## config.mk

```make
export PLATFORM = sky130hd
export DESIGN_NAME = polar_top
export DESIGN_NICKNAME = d
export VERILOG_FILES = /design/src/source/polar_pkg.sv /design/src/source/wb_polar_regs.sv /design/src/source/isqrt_unit.sv /design/src/source/atan_search.sv /design/src/source/result_fifo.sv /design/src/source/polar_core.sv /design/src/source/polar_top.sv
export VERILOG_INCLUDE_DIRS = /design/src /design/src/source
export SDC_FILE = /design/constraint.sdc
export NUM_CORES = 1
export LEC_CHECK = 0
export BUFFER_PORTS_ARGS = -buffer_cell sky130_fd_sc_hd__buf_2
export CAP_MARGIN = 20
export CELL_PAD_IN_SITES_DETAIL_PLACEMENT = 1
export CELL_PAD_IN_SITES_GLOBAL_PLACEMENT = 1
export CORE_MARGIN = 3
export CORE_UTILIZATION = 54
export CTS_CLUSTER_DIAMETER = 150
export CTS_CLUSTER_SIZE = 40
export DETAILED_ROUTE_END_ITERATION = 16
export GPL_TIMING_DRIVEN = 1
export PLACE_DENSITY_LB_ADDON = 0.1
export SYNTH_ARGS = -nofsm -noshare
export SYNTH_HDL_FRONTEND = slang
export SYNTH_SLANG_ARGS = --single-unit
```

## constraint.sdc

```tcl
create_clock -name clk -period 25.2 [get_ports clk]
set_input_delay 5.04 -clock clk [delete_from_list [all_inputs] [get_ports clk]]
set_output_delay 5.04 -clock clk [all_outputs]
set_load 0.02 [all_outputs]
```

## src/source/polar_defines.svh

```systemverilog
`ifndef POLAR_DEFINES_SVH
`define POLAR_DEFINES_SVH

// Wishbone side
`define POLAR_DAT_W 32
`define POLAR_ADR_W 3

// Result queue
`define POLAR_FIFO_DEPTH 4
`define POLAR_PTR_W 2
`define POLAR_CNT_W 3

// Core sequencing, cycles spent in ST_RUN
`define POLAR_RUN_CYCLES 8

// Tangent table, Q8.8 entries for 1..89 degrees
`define POLAR_TAN_W 16
`define POLAR_TAN_MAX 89

`endif

```

## src/source/polar_pkg.sv

```systemverilog
`include "polar_defines.svh"

package polar_pkg;

    typedef logic [7:0] coord_t;      // Unsigned coordinate, also r and theta
    typedef logic [15:0] radicand_t;  // x*x + y*y, kept modulo 2^16

    // Packed result as it sits in the queue
    typedef struct packed {
        coord_t z;      // 23:16
        coord_t theta;  // 15:8
        coord_t r;      // 7:0
    } polar_word_t;

    // Word addresses on the Wishbone port
    typedef enum logic [`POLAR_ADR_W-1:0] {
        REG_X      = 3'd0,
        REG_Y      = 3'd1,
        REG_Z      = 3'd2,
        REG_CTRL   = 3'd3,  // Bit 0 requests a conversion
        REG_STATUS = 3'd4,
        REG_RESULT = 3'd5   // Read pops the queue
    } wb_reg_e;

    typedef enum logic [1:0] {
        ST_IDLE,
        ST_RUN,
        ST_PUSH
    } polar_state_e;

endpackage

```

## src/source/wb_polar_regs.sv

```systemverilog
`timescale 1ns/10ps
`include "polar_defines.svh"

module wb_polar_regs (
    input  logic                       clk,
    input  logic                       rst_n,
    input  logic                       cyc,
    input  logic                       stb,
    input  logic                       we,
    input  logic [`POLAR_ADR_W-1:0]    adr,
    input  logic [`POLAR_DAT_W-1:0]    dat_w,
    output logic [`POLAR_DAT_W-1:0]    dat_r,
    output logic                       ack,
    output polar_pkg::coord_t          x,
    output polar_pkg::coord_t          y,
    output polar_pkg::coord_t          z,
    output logic                       start_req,
    input  logic                       start_ack,
    input  logic                       busy,
    output logic                       pop,
    input  polar_pkg::polar_word_t     pop_data,
    input  logic                       empty,
    input  logic                       full,
    input  logic [`POLAR_CNT_W-1:0]    count
);
    import polar_pkg::*;

    wb_reg_e                 reg_sel;
    logic                    acc;      // Cycle accepted and ack follows
    logic                    wr_acc;
    logic                    pending;  // Start requested but not yet taken by the core
    logic [`POLAR_DAT_W-1:0] rd_mux;

    assign reg_sel   = wb_reg_e'(adr);
    assign acc       = cyc && stb && !ack;  // One ack per access
    assign wr_acc    = acc && we;
    assign start_req = pending;

    // Pop on the acking edge and never on an empty queue
    assign pop = acc && !we && (reg_sel == REG_RESULT) && !empty;

    // Read data with unused bits at 0
    always_comb begin
        rd_mux = '0;
        case (reg_sel)
            REG_X:      rd_mux[7:0] = x;
            REG_Y:      rd_mux[7:0] = y;
            REG_Z:      rd_mux[7:0] = z;
            REG_STATUS: rd_mux[6:0] = {count, pending, full, !empty, busy};
            REG_RESULT: begin
                if (!empty) begin
                    rd_mux[23:0] = pop_data;  // FWFT head
                end
            end
            default:    rd_mux = '0;  // CTRL and 6..7 read as 0
        endcase
    end

    always_ff @(posedge clk) begin
        if (!rst_n) begin
            ack     <= 1'b0;
            dat_r   <= '0;
            x       <= '0;
            y       <= '0;
            z       <= '0;
            pending <= 1'b0;
        end else begin
            ack <= acc;
            if (acc) begin
                dat_r <= we ? '0 : rd_mux;
            end
            if (wr_acc) begin
                case (reg_sel)
                    REG_X:   x <= dat_w[7:0];
                    REG_Y:   y <= dat_w[7:0];
                    REG_Z:   z <= dat_w[7:0];
                    default: ;  // CTRL is handled below and the rest is read only
                endcase
            end
            // The core taking the request wins over a repeated start
            if (start_ack) begin
                pending <= 1'b0;
            end else if (wr_acc && (reg_sel == REG_CTRL) && dat_w[0]) begin
                pending <= 1'b1;
            end
        end
    end

    // The core only takes a request that is pending
    a_ack_pending: assert property (@(posedge clk) disable iff (!rst_n)
        start_ack |-> pending);

endmodule

```

## src/source/isqrt_unit.sv

```systemverilog
`timescale 1ns/10ps

module isqrt_unit (
    input  logic                  clk,
    input  logic                  rst_n,
    input  logic                  start,
    input  polar_pkg::radicand_t  radicand,
    output polar_pkg::coord_t     root
);
    import polar_pkg::*;

    radicand_t  rad_q;
    coord_t     root_q;
    logic [2:0] idx_q;     // Next root bit to try
    logic       active;
    radicand_t  rad_cur;
    coord_t     root_cur;
    coord_t     trial;
    logic [2:0] idx_cur;
    logic       keep;

    // Start edge already resolves bit 7, so eight edges in all
    always_comb begin
        rad_cur  = start ? radicand : rad_q;
        root_cur = start ? '0 : root_q;
        idx_cur  = start ? 3'd7 : idx_q;
        trial    = root_cur | coord_t'(8'd1 << idx_cur);
        keep     = (radicand_t'(trial) * radicand_t'(trial)) <= rad_cur;  // 255^2 fits
    end

    always_ff @(posedge clk) begin
        if (!rst_n) begin
            active <= 1'b0;
            idx_q  <= '0;
        end else if (start || active) begin
            active <= (idx_cur != 3'd0);  // Stop after bit 0
            idx_q  <= idx_cur - 3'd1;
        end
    end

    always_ff @(posedge clk) begin
        if (start) begin
            rad_q <= radicand;
        end
        if (start || active) begin
            root_q <= keep ? trial : root_cur;
        end
    end

    assign root = root_q;

    // Floor property once all bits are in, radicand held by the core
    a_root_floor: assert property (@(posedge clk) disable iff (!rst_n)
        start |-> ##8 ((radicand_t'(root) * radicand_t'(root)) <= radicand));

endmodule

```

## src/source/atan_search.sv

```systemverilog
`timescale 1ns/10ps
`include "polar_defines.svh"

module atan_search (
    input  logic               clk,
    input  logic               rst_n,
    input  logic               start,
    input  polar_pkg::coord_t  x,
    input  polar_pkg::coord_t  y,
    output polar_pkg::coord_t  theta
);
    import polar_pkg::*;

    // round(tan(a deg) * 256), entry 0 unused
    localparam logic [`POLAR_TAN_W-1:0] TAN_TBL [0:`POLAR_TAN_MAX] = '{
        16'd0,    16'd4,    16'd9,    16'd13,   16'd18,   16'd22,   16'd27,   16'd31,
        16'd36,   16'd41,   16'd45,   16'd50,   16'd54,   16'd59,   16'd64,   16'd69,
        16'd73,   16'd78,   16'd83,   16'd88,   16'd93,   16'd98,   16'd103,  16'd109,
        16'd114,  16'd119,  16'd125,  16'd130,  16'd136,  16'd142,  16'd148,  16'd154,
        16'd160,  16'd166,  16'd173,  16'd179,  16'd186,  16'd193,  16'd200,  16'd207,
        16'd215,  16'd223,  16'd231,  16'd239,  16'd247,  16'd256,  16'd265,  16'd275,
        16'd284,  16'd294,  16'd305,  16'd316,  16'd328,  16'd340,  16'd352,  16'd366,
        16'd380,  16'd394,  16'd410,  16'd426,  16'd443,  16'd462,  16'd481,  16'd502,
        16'd525,  16'd549,  16'd575,  16'd603,  16'd634,  16'd667,  16'd703,  16'd743,
        16'd788,  16'd837,  16'd893,  16'd955,  16'd1027, 16'd1109, 16'd1204, 16'd1317,
        16'd1452, 16'd1616, 16'd1822, 16'd2085, 16'd2436, 16'd2926, 16'd3661, 16'd4885,
        16'd7331, 16'd14666
    };

    coord_t                  x_q;
    coord_t                  y_q;
    coord_t                  x_cur;
    coord_t                  y_cur;
    logic [6:0]              ang_q;    // Angles counted so far
    logic [6:0]              ang_cur;
    logic [6:0]              cand;
    logic [2:0]              idx_q;
    logic [2:0]              idx_cur;
    logic                    active;
    logic                    keep;
    logic [`POLAR_TAN_W-1:0] tan_val;
    logic [`POLAR_TAN_W+7:0] lhs;      // T[a] * x, up to 24 bits

    // One answer bit per edge, 64 down to 1, start edge included
    always_comb begin
        x_cur   = start ? x : x_q;
        y_cur   = start ? y : y_q;
        ang_cur = start ? '0 : ang_q;
        idx_cur = start ? 3'd6 : idx_q;
        cand    = ang_cur | (7'd1 << idx_cur);
        tan_val = TAN_TBL[(cand > `POLAR_TAN_MAX) ? `POLAR_TAN_MAX : cand];
        lhs     = tan_val * x_cur;
        keep    = (cand <= `POLAR_TAN_MAX) && (lhs <= {y_cur, 8'd0});  // T[a]*x <= y*256
    end

    always_ff @(posedge clk) begin
        if (!rst_n) begin
            active <= 1'b0;
            idx_q  <= '0;
        end else if (start || active) begin
            active <= (idx_cur != 3'd0);
            idx_q  <= idx_cur - 3'd1;
        end
    end

    always_ff @(posedge clk) begin
        if (start) begin
            x_q <= x;
            y_q <= y;
        end
        if (start || active) begin
            ang_q <= keep ? cand : ang_cur;
        end
    end

    // x of 0 gives 90 for any y above 0
    assign theta = (x_q != '0) ? coord_t'(ang_q) :
                   (y_q != '0) ? coord_t'(`POLAR_TAN_MAX + 1) : '0;

endmodule

```

## src/source/result_fifo.sv

```systemverilog
`timescale 1ns/10ps
`include "polar_defines.svh"

module result_fifo (
    input  logic                     clk,
    input  logic                     rst_n,
    input  logic                     push,
    input  polar_pkg::polar_word_t   push_data,
    input  logic                     pop,
    output polar_pkg::polar_word_t   pop_data,
    output logic                     empty,
    output logic                     full,
    output logic [`POLAR_CNT_W-1:0]  count
);
    import polar_pkg::*;

    polar_word_t             mem [`POLAR_FIFO_DEPTH];
    logic [`POLAR_PTR_W-1:0] wr_ptr;   // Wraps with the depth of 4
    logic [`POLAR_PTR_W-1:0] rd_ptr;
    logic                    do_push;
    logic                    do_pop;

    assign do_pop  = pop && !empty;
    assign do_push = push && (!full || do_pop);  // Push and pop on full is fine

    assign empty    = (count == '0);
    assign full     = (count == `POLAR_CNT_W'(`POLAR_FIFO_DEPTH));
    assign pop_data = mem[rd_ptr];  // Head visible before the pop

    always_ff @(posedge clk) begin
        if (!rst_n) begin
            wr_ptr <= '0;
            rd_ptr <= '0;
            count  <= '0;
        end else begin
            if (do_push) begin
                wr_ptr <= wr_ptr + 1'b1;
            end
            if (do_pop) begin
                rd_ptr <= rd_ptr + 1'b1;
            end
            if (do_push && !do_pop) begin
                count <= count + 1'b1;
            end else if (do_pop && !do_push) begin
                count <= count - 1'b1;
            end
        end
    end

    always_ff @(posedge clk) begin
        if (do_push) begin
            mem[wr_ptr] <= push_data;
        end
    end

    // Register block must not pop an empty queue
    a_no_pop_empty: assert property (@(posedge clk) disable iff (!rst_n)
        !(pop && empty));

endmodule

```

## src/source/polar_core.sv

```systemverilog
`timescale 1ns/10ps
`include "polar_defines.svh"

module polar_core (
    input  logic                    clk,
    input  logic                    rst_n,
    input  logic                    start_req,
    input  polar_pkg::coord_t       x,
    input  polar_pkg::coord_t       y,
    input  polar_pkg::coord_t       z,
    output logic                    start_ack,
    output logic                    busy,
    output logic                    push,
    output polar_pkg::polar_word_t  push_data,
    input  logic                    full
);
    import polar_pkg::*;

    polar_state_e state;
    logic [2:0]   run_cnt;   // Cycles spent in ST_RUN
    logic         run_last;
    logic         unit_start;
    coord_t       x_q;
    coord_t       y_q;
    coord_t       z_q;       // Passed through untouched
    radicand_t    radicand;
    coord_t       root;
    coord_t       theta;

    assign start_ack  = (state == ST_IDLE) && start_req;
    assign busy       = (state != ST_IDLE);
    assign run_last   = (run_cnt == 3'(`POLAR_RUN_CYCLES - 1));
    assign unit_start = (state == ST_RUN) && (run_cnt == '0);  // Both units together
    assign push       = (state == ST_PUSH) && !full;           // Wait for room

    // Sum of squares drops the top bit of the 17-bit sum
    assign radicand = radicand_t'(({8'd0, x_q} * {8'd0, x_q}) + ({8'd0, y_q} * {8'd0, y_q}));

    assign push_data.z     = z_q;
    assign push_data.theta = theta;
    assign push_data.r     = root;

    always_ff @(posedge clk) begin
        if (!rst_n) begin
            state   <= ST_IDLE;
            run_cnt <= '0;
        end else begin
            case (state)
                ST_IDLE: begin
                    if (start_req) begin
                        state   <= ST_RUN;
                        run_cnt <= '0;
                    end
                end
                ST_RUN: begin
                    run_cnt <= run_cnt + 3'd1;
                    if (run_last) begin
                        state <= ST_PUSH;  // Root and angle settled
                    end
                end
                ST_PUSH: begin
                    if (!full) begin
                        state <= ST_IDLE;
                    end
                end
                default: state <= ST_IDLE;
            endcase
        end
    end

    // Operands held until the next request is taken
    always_ff @(posedge clk) begin
        if (start_ack) begin
            x_q <= x;
            y_q <= y;
            z_q <= z;
        end
    end

    isqrt_unit isqrt_unit_i (
        .clk      (clk),
        .rst_n    (rst_n),
        .start    (unit_start),
        .radicand (radicand),
        .root     (root)
    );

    atan_search atan_search_i (
        .clk   (clk),
        .rst_n (rst_n),
        .start (unit_start),
        .x     (x_q),
        .y     (y_q),
        .theta (theta)
    );

    // A pushed word is fully resolved and theta never tops 90
    a_push_valid: assert property (@(posedge clk) disable iff (!rst_n)
        push |-> !$isunknown(push_data) &&
                 (push_data.theta <= coord_t'(`POLAR_TAN_MAX + 1)));

endmodule

```

## src/source/polar_top.sv

```systemverilog
`timescale 1ns/10ps
`include "polar_defines.svh"

module polar_top (
    input  logic                    clk,
    input  logic                    rst_n,
    input  logic                    cyc,
    input  logic                    stb,
    input  logic                    we,
    input  logic [`POLAR_ADR_W-1:0] adr,
    input  logic [`POLAR_DAT_W-1:0] dat_w,
    output logic [`POLAR_DAT_W-1:0] dat_r,
    output logic                    ack
);

    // Register block to core
    polar_pkg::coord_t       x;
    polar_pkg::coord_t       y;
    polar_pkg::coord_t       z;
    logic                    start_req;
    logic                    start_ack;
    logic                    busy;

    // Core to queue, queue to register block
    logic                    push;
    polar_pkg::polar_word_t  push_data;
    logic                    pop;
    polar_pkg::polar_word_t  pop_data;
    logic                    empty;
    logic                    full;
    logic [`POLAR_CNT_W-1:0] count;

    wb_polar_regs wb_polar_regs_i (
        .clk       (clk),
        .rst_n     (rst_n),
        .cyc       (cyc),
        .stb       (stb),
        .we        (we),
        .adr       (adr),
        .dat_w     (dat_w),
        .dat_r     (dat_r),
        .ack       (ack),
        .x         (x),
        .y         (y),
        .z         (z),
        .start_req (start_req),
        .start_ack (start_ack),
        .busy      (busy),
        .pop       (pop),
        .pop_data  (pop_data),
        .empty     (empty),
        .full      (full),
        .count     (count)
    );

    polar_core polar_core_i (
        .clk       (clk),
        .rst_n     (rst_n),
        .start_req (start_req),
        .x         (x),
        .y         (y),
        .z         (z),
        .start_ack (start_ack),
        .busy      (busy),
        .push      (push),
        .push_data (push_data),
        .full      (full)
    );

    result_fifo result_fifo_i (
        .clk       (clk),
        .rst_n     (rst_n),
        .push      (push),
        .push_data (push_data),
        .pop       (pop),
        .pop_data  (pop_data),
        .empty     (empty),
        .full      (full),
        .count     (count)
    );

endmodule

```

# Word-level counts from Yosys, hierarchy flattened
# Memory sizes are Yosys's and may differ from the RTL's. A register that Yosys moved wholly into a read port is not among the register bits.
# Cells that the tools add are included.
# classes
add_sub_neg	8
mul	4
div	0
order_cmp	5
eq_ne	12
shift	2
mux	31
n_bitwise	4
reduce_logical	42
# ops
operator	count
16-bit two-way mux	4
8-bit by 8-bit multiplier with 16-bit output	3
24-bit two-way mux	2
7-bit two-way mux	5
7-bit case mux with 5 select lines	1
33-bit by 8-bit greater-or-equal comparator with 1-bit output (second input constant)	1
7-bit NOT with 33-bit output	1
8-bit two-way mux	4
24-bit by 16-bit <= comparator with 1-bit output	1
16-bit by 8-bit multiplier with 24-bit output	1
16-bit adder	1
16-bit <= comparator	1
1-bit logical AND	16
8-bit nonzero test	2
3-bit two-way mux	5
3-bit == test (second input constant)	4
2-bit two-way mux	5
3-bit logical NOT	3
3-bit by 1-bit subtractor with 3-bit output (second input constant)	3
8-bit bitwise OR	1
2-bit AND reduction	4
1-bit by 3-bit << shifter with 8-bit output (first input constant)	1
7-bit > comparator (second input constant)	1
7-bit <= comparator (second input constant)	1
22 further kinds	37
# totals
reg_bits	149
latchBits	0
mem_bits_rw	92
romBits	2048
in_bits	40
n_memories	2
# memory_table
memory	depth	width	read_ports	rd_clocked_by_memory_dff	write_ports	line_no	rtl
(no name shown)	128	16	1	0	0	atan_search.sv:51	tan_val = TAN_TBL[(cand > `POLAR_TAN_MAX) ? `POLAR_TAN_MAX : cand];
result_fifo_i.mem	4	23	1	1	1	result_fifo.sv:17	polar_word_t mem [`POLAR_FIFO_DEPTH];

# Logic depth before layout (Yosys ltp)
# depth
word_depth	15
mapped_depth	39
ltp_nobuf	36

# Cells and area by module
# Synthesis repeated with hierarchy kept, for this count alone.
# unflattened
hier_cells	2057
area_unflattened_um2	20566.0
# by_module_without_submodules
mod	n_inst	cells_per_inst	area_each_um2	seq_area_each_um2
atan_search	1	841	6592.6	610.6
polar_core	1	439	4510.6	820.8
result_fifo	1	174	3997.6	3062.9
isqrt_unit	1	356	3246.9	640.6
wb_polar_regs	1	247	2218.4	1001.0

# Worst setup path after synthesis
# OpenSTA, ideal clock, no wires.
# synth_timing
kind	register to register
startpoint	reg polar_core_i.atan_search_i.ang_q[3]
endpoint	reg polar_core_i.atan_search_i.ang_q[0] (data pin)
setup_time_ns	0.169
arrival_time_ns	7.963
required_time_ns	25.031
path_slack_ns	17.068
stages_incl_launch_ff	35
n_path_buf	1
cell_sequence	edfxtp_1 -> and4bb_2 -> a211oi_4 -> o211ai_1 -> and2_1 -> buf_6 -> ha_1 -> inv_1 -> a31o_2 -> a21o_1 -> a21oi_1 -> a311oi_1 -> a2111o_1 -> nand2b_1 -> fa_1 -> inv_1 -> fa_1 -> inv_1 -> fa_1 -> fa_1 -> inv_1 -> ha_1 -> o21ai_0 -> a21oi_1 -> a41oi_1 -> xnor2_1 -> ha_1 -> or3_1 -> o21ai_0 -> a21oi_1 -> a31oi_1 -> a21oi_1 -> a2111oi_2 -> o31ai_4 -> o31ai_1
# synth_between
elab_chain_len	12
# synth_rtl
element	line_no	rtl
from (decl)	atan_search.sv:34	logic [6:0] ang_q;
from (signal assigned)	atan_search.sv:72	ang_q <= keep ? cand : ang_cur;
7-bit two-way mux (*)	atan_search.sv:48	ang_cur = start ? '0 : ang_q;
7-bit bitwise OR (*)	atan_search.sv:50	cand = ang_cur | (7'd1 << idx_cur);
7-bit > comparator (no line)	-	
7-bit two-way mux	atan_search.sv:51	
7-bit NOT with 33-bit output	atan_search.sv:51	
memory 128 x 16 bit	-	
16-bit two-way mux (2 in a row)	atan_search.sv:51	
16-bit by 8-bit multiplier with 24-bit output	atan_search.sv:52	lhs = tan_val * x_cur;
24-bit by 16-bit <= comparator with 1-bit output	atan_search.sv:53	keep = (cand <= `POLAR_TAN_MAX) && (lhs <= {y_cur, 8'd0});
1-bit logical AND (*)	atan_search.sv:53	
7-bit two-way mux (*)	atan_search.sv:72	
# Mark *: on every way between the ends. The rest lies on a longest branch, timed or not. The select of a mux whose other input is x is not followed.
# A chain may end at the register's enable or synchronous reset.

# Final worst setup path
# layout_timing
startpoint	reg polar_core_i.atan_search_i.idx_q[1]
endpoint	reg polar_core_i.atan_search_i.ang_q[3] (data pin)
# layout_between
elab_chain_len	13
# layout_rtl
element	line_no	rtl
from (decl)	atan_search.sv:37	logic [2:0] idx_q;
from (signal assigned)	atan_search.sv:62	idx_q <= idx_cur - 3'd1;
3-bit two-way mux (*)	atan_search.sv:49	idx_cur = start ? 3'd6 : idx_q;
1-bit by 3-bit << shifter with 7-bit output (*)	atan_search.sv:50	
7-bit bitwise OR (*)	atan_search.sv:50	
7-bit > comparator (no line)	-	
7-bit two-way mux	atan_search.sv:51	
7-bit NOT with 33-bit output	atan_search.sv:51	
memory 128 x 16 bit	-	
16-bit two-way mux (2 in a row)	atan_search.sv:51	
16-bit by 8-bit multiplier with 24-bit output	atan_search.sv:52	
24-bit by 16-bit <= comparator with 1-bit output	atan_search.sv:53	
1-bit logical AND	atan_search.sv:53	
7-bit two-way mux (*)	atan_search.sv:72	
# Marked as above.

==> out/results.txt <==
Commonest cells in the netlist -> 295 x inv_1, 215 x nor2_1, 175 x nand2_1
Top cell type's share of synthesized area -> 19.9%
Data arrival, critical path -> 10.52 ns
Peak supply drop -> 0.0000712 V
Critical Path Most Common Cell -> fa_1
Min-Delay Path Class -> reg2reg
# IOs -> 73
Crit. End Element -> flip-flop
Top achievable clock speed -> 98.0 MHz
CTS tree -> yes
Post-synth EDFFs -> 131
Seq pwr share -> 28.3%
Fin crit share -> 40.5%
Yosys warning count -> 0
Nets@finish -> 2425
Post-route cell area -> 0.0206 mm²
# placed instances -> 2489
Chip height -> 198 µm
Tot Pwr -> 1.52 mW
CORE AREA -> 0.0358 mm²
Total grt overflow -> 0
Cells after Synth -> 2056
Clock skew -> 0.0217 ns
Reg2reg setup slack -> 14.99 ns
1st-iter DRT viols -> 789
Library cells used by synthesis -> 93
Via density -> 5.82
FFs w/ async S/R, synth -> 0%
GRT Util Overall -> 27.2%
Clk sink count -> 234
Clock-pin slew on the worst setup and hold paths -> 0.15 ns
Initial antenna violation count -> 0
Post-CTS resize count -> 0
Clk_lat worst skew -> 0.49 ns
Slew Limit Headroom -> 35.0%
Max_cap viols -> 0
Synth Register Bits -> 234
Placed cell areas -> 0.0203 mm²
Critical path class -> reg2reg
Share of layout cells above drive strength 1 -> 6.32%
PortBufs -> 39
Dpl ws -> 15.12 ns
Register area share after synthesis -> 30.3%
DRT Wirelength -> 52000 µm
Clock share of power -> 11.9%
Internal power -> 0.861 mW
DP HPWL -> 40600 µm
Diodes inserted -> 0
CP Max Fanout -> 19
Post-route setup TNS -> 0 ns
Wirelength per Cell -> 20.8 µm
Die area -> 0.0390 mm²
Synth area leaders -> edfxtp_1 20%, fa_1 17%, ha_1 11%, dfxtp_1 10%, inv_1 5.6%
Average size of a mapped cell -> 9.64 µm²
Total number of vias -> 14600
Vias in the first global route -> 15800
Num rows -> 69
Non-filler cells in the finished layout -> 2502
Post-route DRC -> 0
Post-CTS Repair Setup Buffers -> 0
Switching Share -> 43.2%
Leak -> 9.09 nW
Final Setup Violations -> 0
Setup crit start kind -> flip-flop
GP Congestion -> 0.891
CP peak stage delay -> 0.77 ns
Slowest-stage cell, CP -> dfxtp_1
Hold buffer count at cts -> 0
Antenna Nets Post-Route -> 0
Htree depth -> 1
Die Wd -> 198 µm
Comb power frac -> 59.8%
Netlist Area Pre-Place -> 0.0198 mm²
First-pass GRT wire length -> 85000 µm
Run status -> finished, final reports clean
Worst setup margin -> 14.99 ns
DR pass1 iterations -> 5
Slew Viols, Final -> 0
RSZ-0062 raised after global routing -> false
CTS root buf -> clkbuf_16
Layout Area Growth over Synthesis -> 3.89%
Fin crit period -> 10.21 ns
Post-synth top area cell -> edfxtp_1
CTS Buf Count -> 9
Pin count of the biggest net entering global routing -> 69
CTS max path bufs -> 3
Initial Utilization -> 55.3%
Psw -> 0.656 mW
Ys flop type -> edfxtp_1
Power Density -> 73.7 mW/mm²
Number of failing hold endpoints at the final stage -> 0
CP required -> 25.52 ns
Worst Tran Pin Value -> 0.971 ns
Count leader, synth -> inv_1
## flip-flops by register name, summed over array words and instances (netlist names), 7 cells and up, named ones only
signal and cells:
polar_core_i.atan_search_i.y_q 8, wb_polar_regs_i.y 8, polar_core_i.isqrt_unit_i.root 8, wb_polar_regs_i.z 8, polar_core_i.isqrt_unit_i.rad_q 16, wb_polar_regs_i.dat_r 23, polar_core_i.x_q 8, polar_core_i.atan_search_i.ang_q 7
polar_core_i.y_q 8, polar_core_i.atan_search_i.x_q 8, result_fifo_i.mem 92, polar_core_i.z_q 8, wb_polar_regs_i.x 8
## layout make-up
| type | instances | area [µm²] |
|---|---|---|
| timing repair buffer | 58 | 338 |
| inverter | 303 | 1140 |
| fill | 4074 | 15200 |
| sequential | 234 | 6000 |
| clock buffer | 12 | 236 |
| tap | 461 | 577 |
| clock inverter | 1 | 8.76 |
| multi-input combinational | 1433 | 12300 |
## critical path: cells and delay by family, from the launching register on
family	cells	cell delay (ns)
AO/OA/AOI/OAI	16	4.63
adder cells (fa/ha/maj)	7	3.03
AND/OR/NAND/NOR	5	1.14
flip-flops	1	0.77
buffers and inverters	3	0.29
XOR/XNOR	1	0.18
## path summary, 6_finish.rpt
path,cells past startpoint,endpoint,start
setup / recovery,32,polar_core_i.atan_search_i.ang_q[3]$_DFFE_PP_,polar_core_i.atan_search_i.idx_q[1]$_SDFFE_PN0P_
hold reg to reg,2,polar_core_i.isqrt_unit_i.rad_q[2]$_DFF_P_,polar_core_i.isqrt_unit_i.rad_q[2]$_DFF_P_
hold / removal,2,polar_core_i.isqrt_unit_i.rad_q[2]$_DFF_P_,polar_core_i.isqrt_unit_i.rad_q[2]$_DFF_P_
setup reg to reg,32,polar_core_i.atan_search_i.ang_q[3]$_DFFE_PP_,polar_core_i.atan_search_i.idx_q[1]$_SDFFE_PN0P_
## kinds of logic after synthesis
| group | after synthesis | synth area share, % |
|---|---|---|
| muxes | 72 | 5.11 |
| buffers and inverters | 397 | 7.97 |
| and+or+nand+nor | 625 | 14.9 |
| other | 1 | 0.0189 |
| AOI/OAI and AO/OA | 326 | 10.9 |
| DFF | 234 | 30.3 |
| adders and majority gates | 346 | 28.4 |
| xor gates and xnor gates | 55 | 2.43 |
## per-layer routing
| metal | wire length (µm) | up-vias | GRT usage, % |
|---|---|---|---|
| met5 | 0 | - | 0 |
| met4 | 1590 | 0 | 8.07 |
| met2 | 26900 | 254 | 49.2 |
| met3 | 1610 | 72 | 1.88 |
| met1 | 22000 | 7455 | 35.4 |
| li1 | - | 6782 | - |
## stage by stage
step / util [%] / hold WS (ns)
detailed placement: 56.8 / 0.441
global route: 57.5 / 0.489
global placement: 56.8 / 0.430
finish: 57.5 / 0.465
CTS: 57.5 / 0.470
floorplan: - / 0.412
## placed cells by master, fill, tap and decap left out, types with 7 or more instances in the layout
| cell type | synthesis | final |
|---|---|---|
| a211oi_1 | 8 | 8 |
| a21o_1 | 28 | 28 |
| a21oi_1 | 97 | 97 |
| a22oi_1 | 19 | 19 |
| a31oi_1 | 10 | 10 |
| and2_1 | 68 | 68 |
| buf_2 | 12 | 39 |
| buf_4 | 13 | 19 |
| clkbuf_16 | 0 | 9 |
| conb_1 | 1 | 9 |
| dfxtp_1 | 103 | 103 |
| edfxtp_1 | 131 | 131 |
| fa_1 | 173 | 173 |
| ha_1 | 173 | 173 |
| inv_1 | 295 | 295 |
| mux2i_1 | 46 | 46 |
| mux4_2 | 23 | 23 |
| nand2_1 | 175 | 175 |
| nand2b_1 | 31 | 31 |
| nand3_1 | 19 | 19 |
| nor2_1 | 215 | 215 |
| nor2b_1 | 22 | 22 |
| nor3_1 | 22 | 22 |
| nor3b_1 | 8 | 7 |
| nor4_1 | 8 | 8 |
| o2111ai_1 | 7 | 7 |
| o211ai_1 | 11 | 11 |
| o21a_1 | 11 | 11 |
| o21ai_0 | 54 | 54 |
| o21ai_1 | 9 | 9 |
| o31ai_1 | 7 | 7 |
| or2_2 | 13 | 13 |
| or3_1 | 10 | 10 |
| xnor2_1 | 39 | 39 |
| xor2_1 | 16 | 16 |
## power groups by stage
stage          clock network (mW)  registers (mW)  logic, mW
2_1_floorplan                   0           0.435      0.686
3_3_place_gp                    0           0.437      0.878
6_report                    0.181           0.430      0.907
3_5_place_dp                    0           0.438      0.916
5_1_grt                     0.197           0.431       1.05
4_1_cts                     0.184           0.430      0.922
Power figures use the tool's default switching activity.
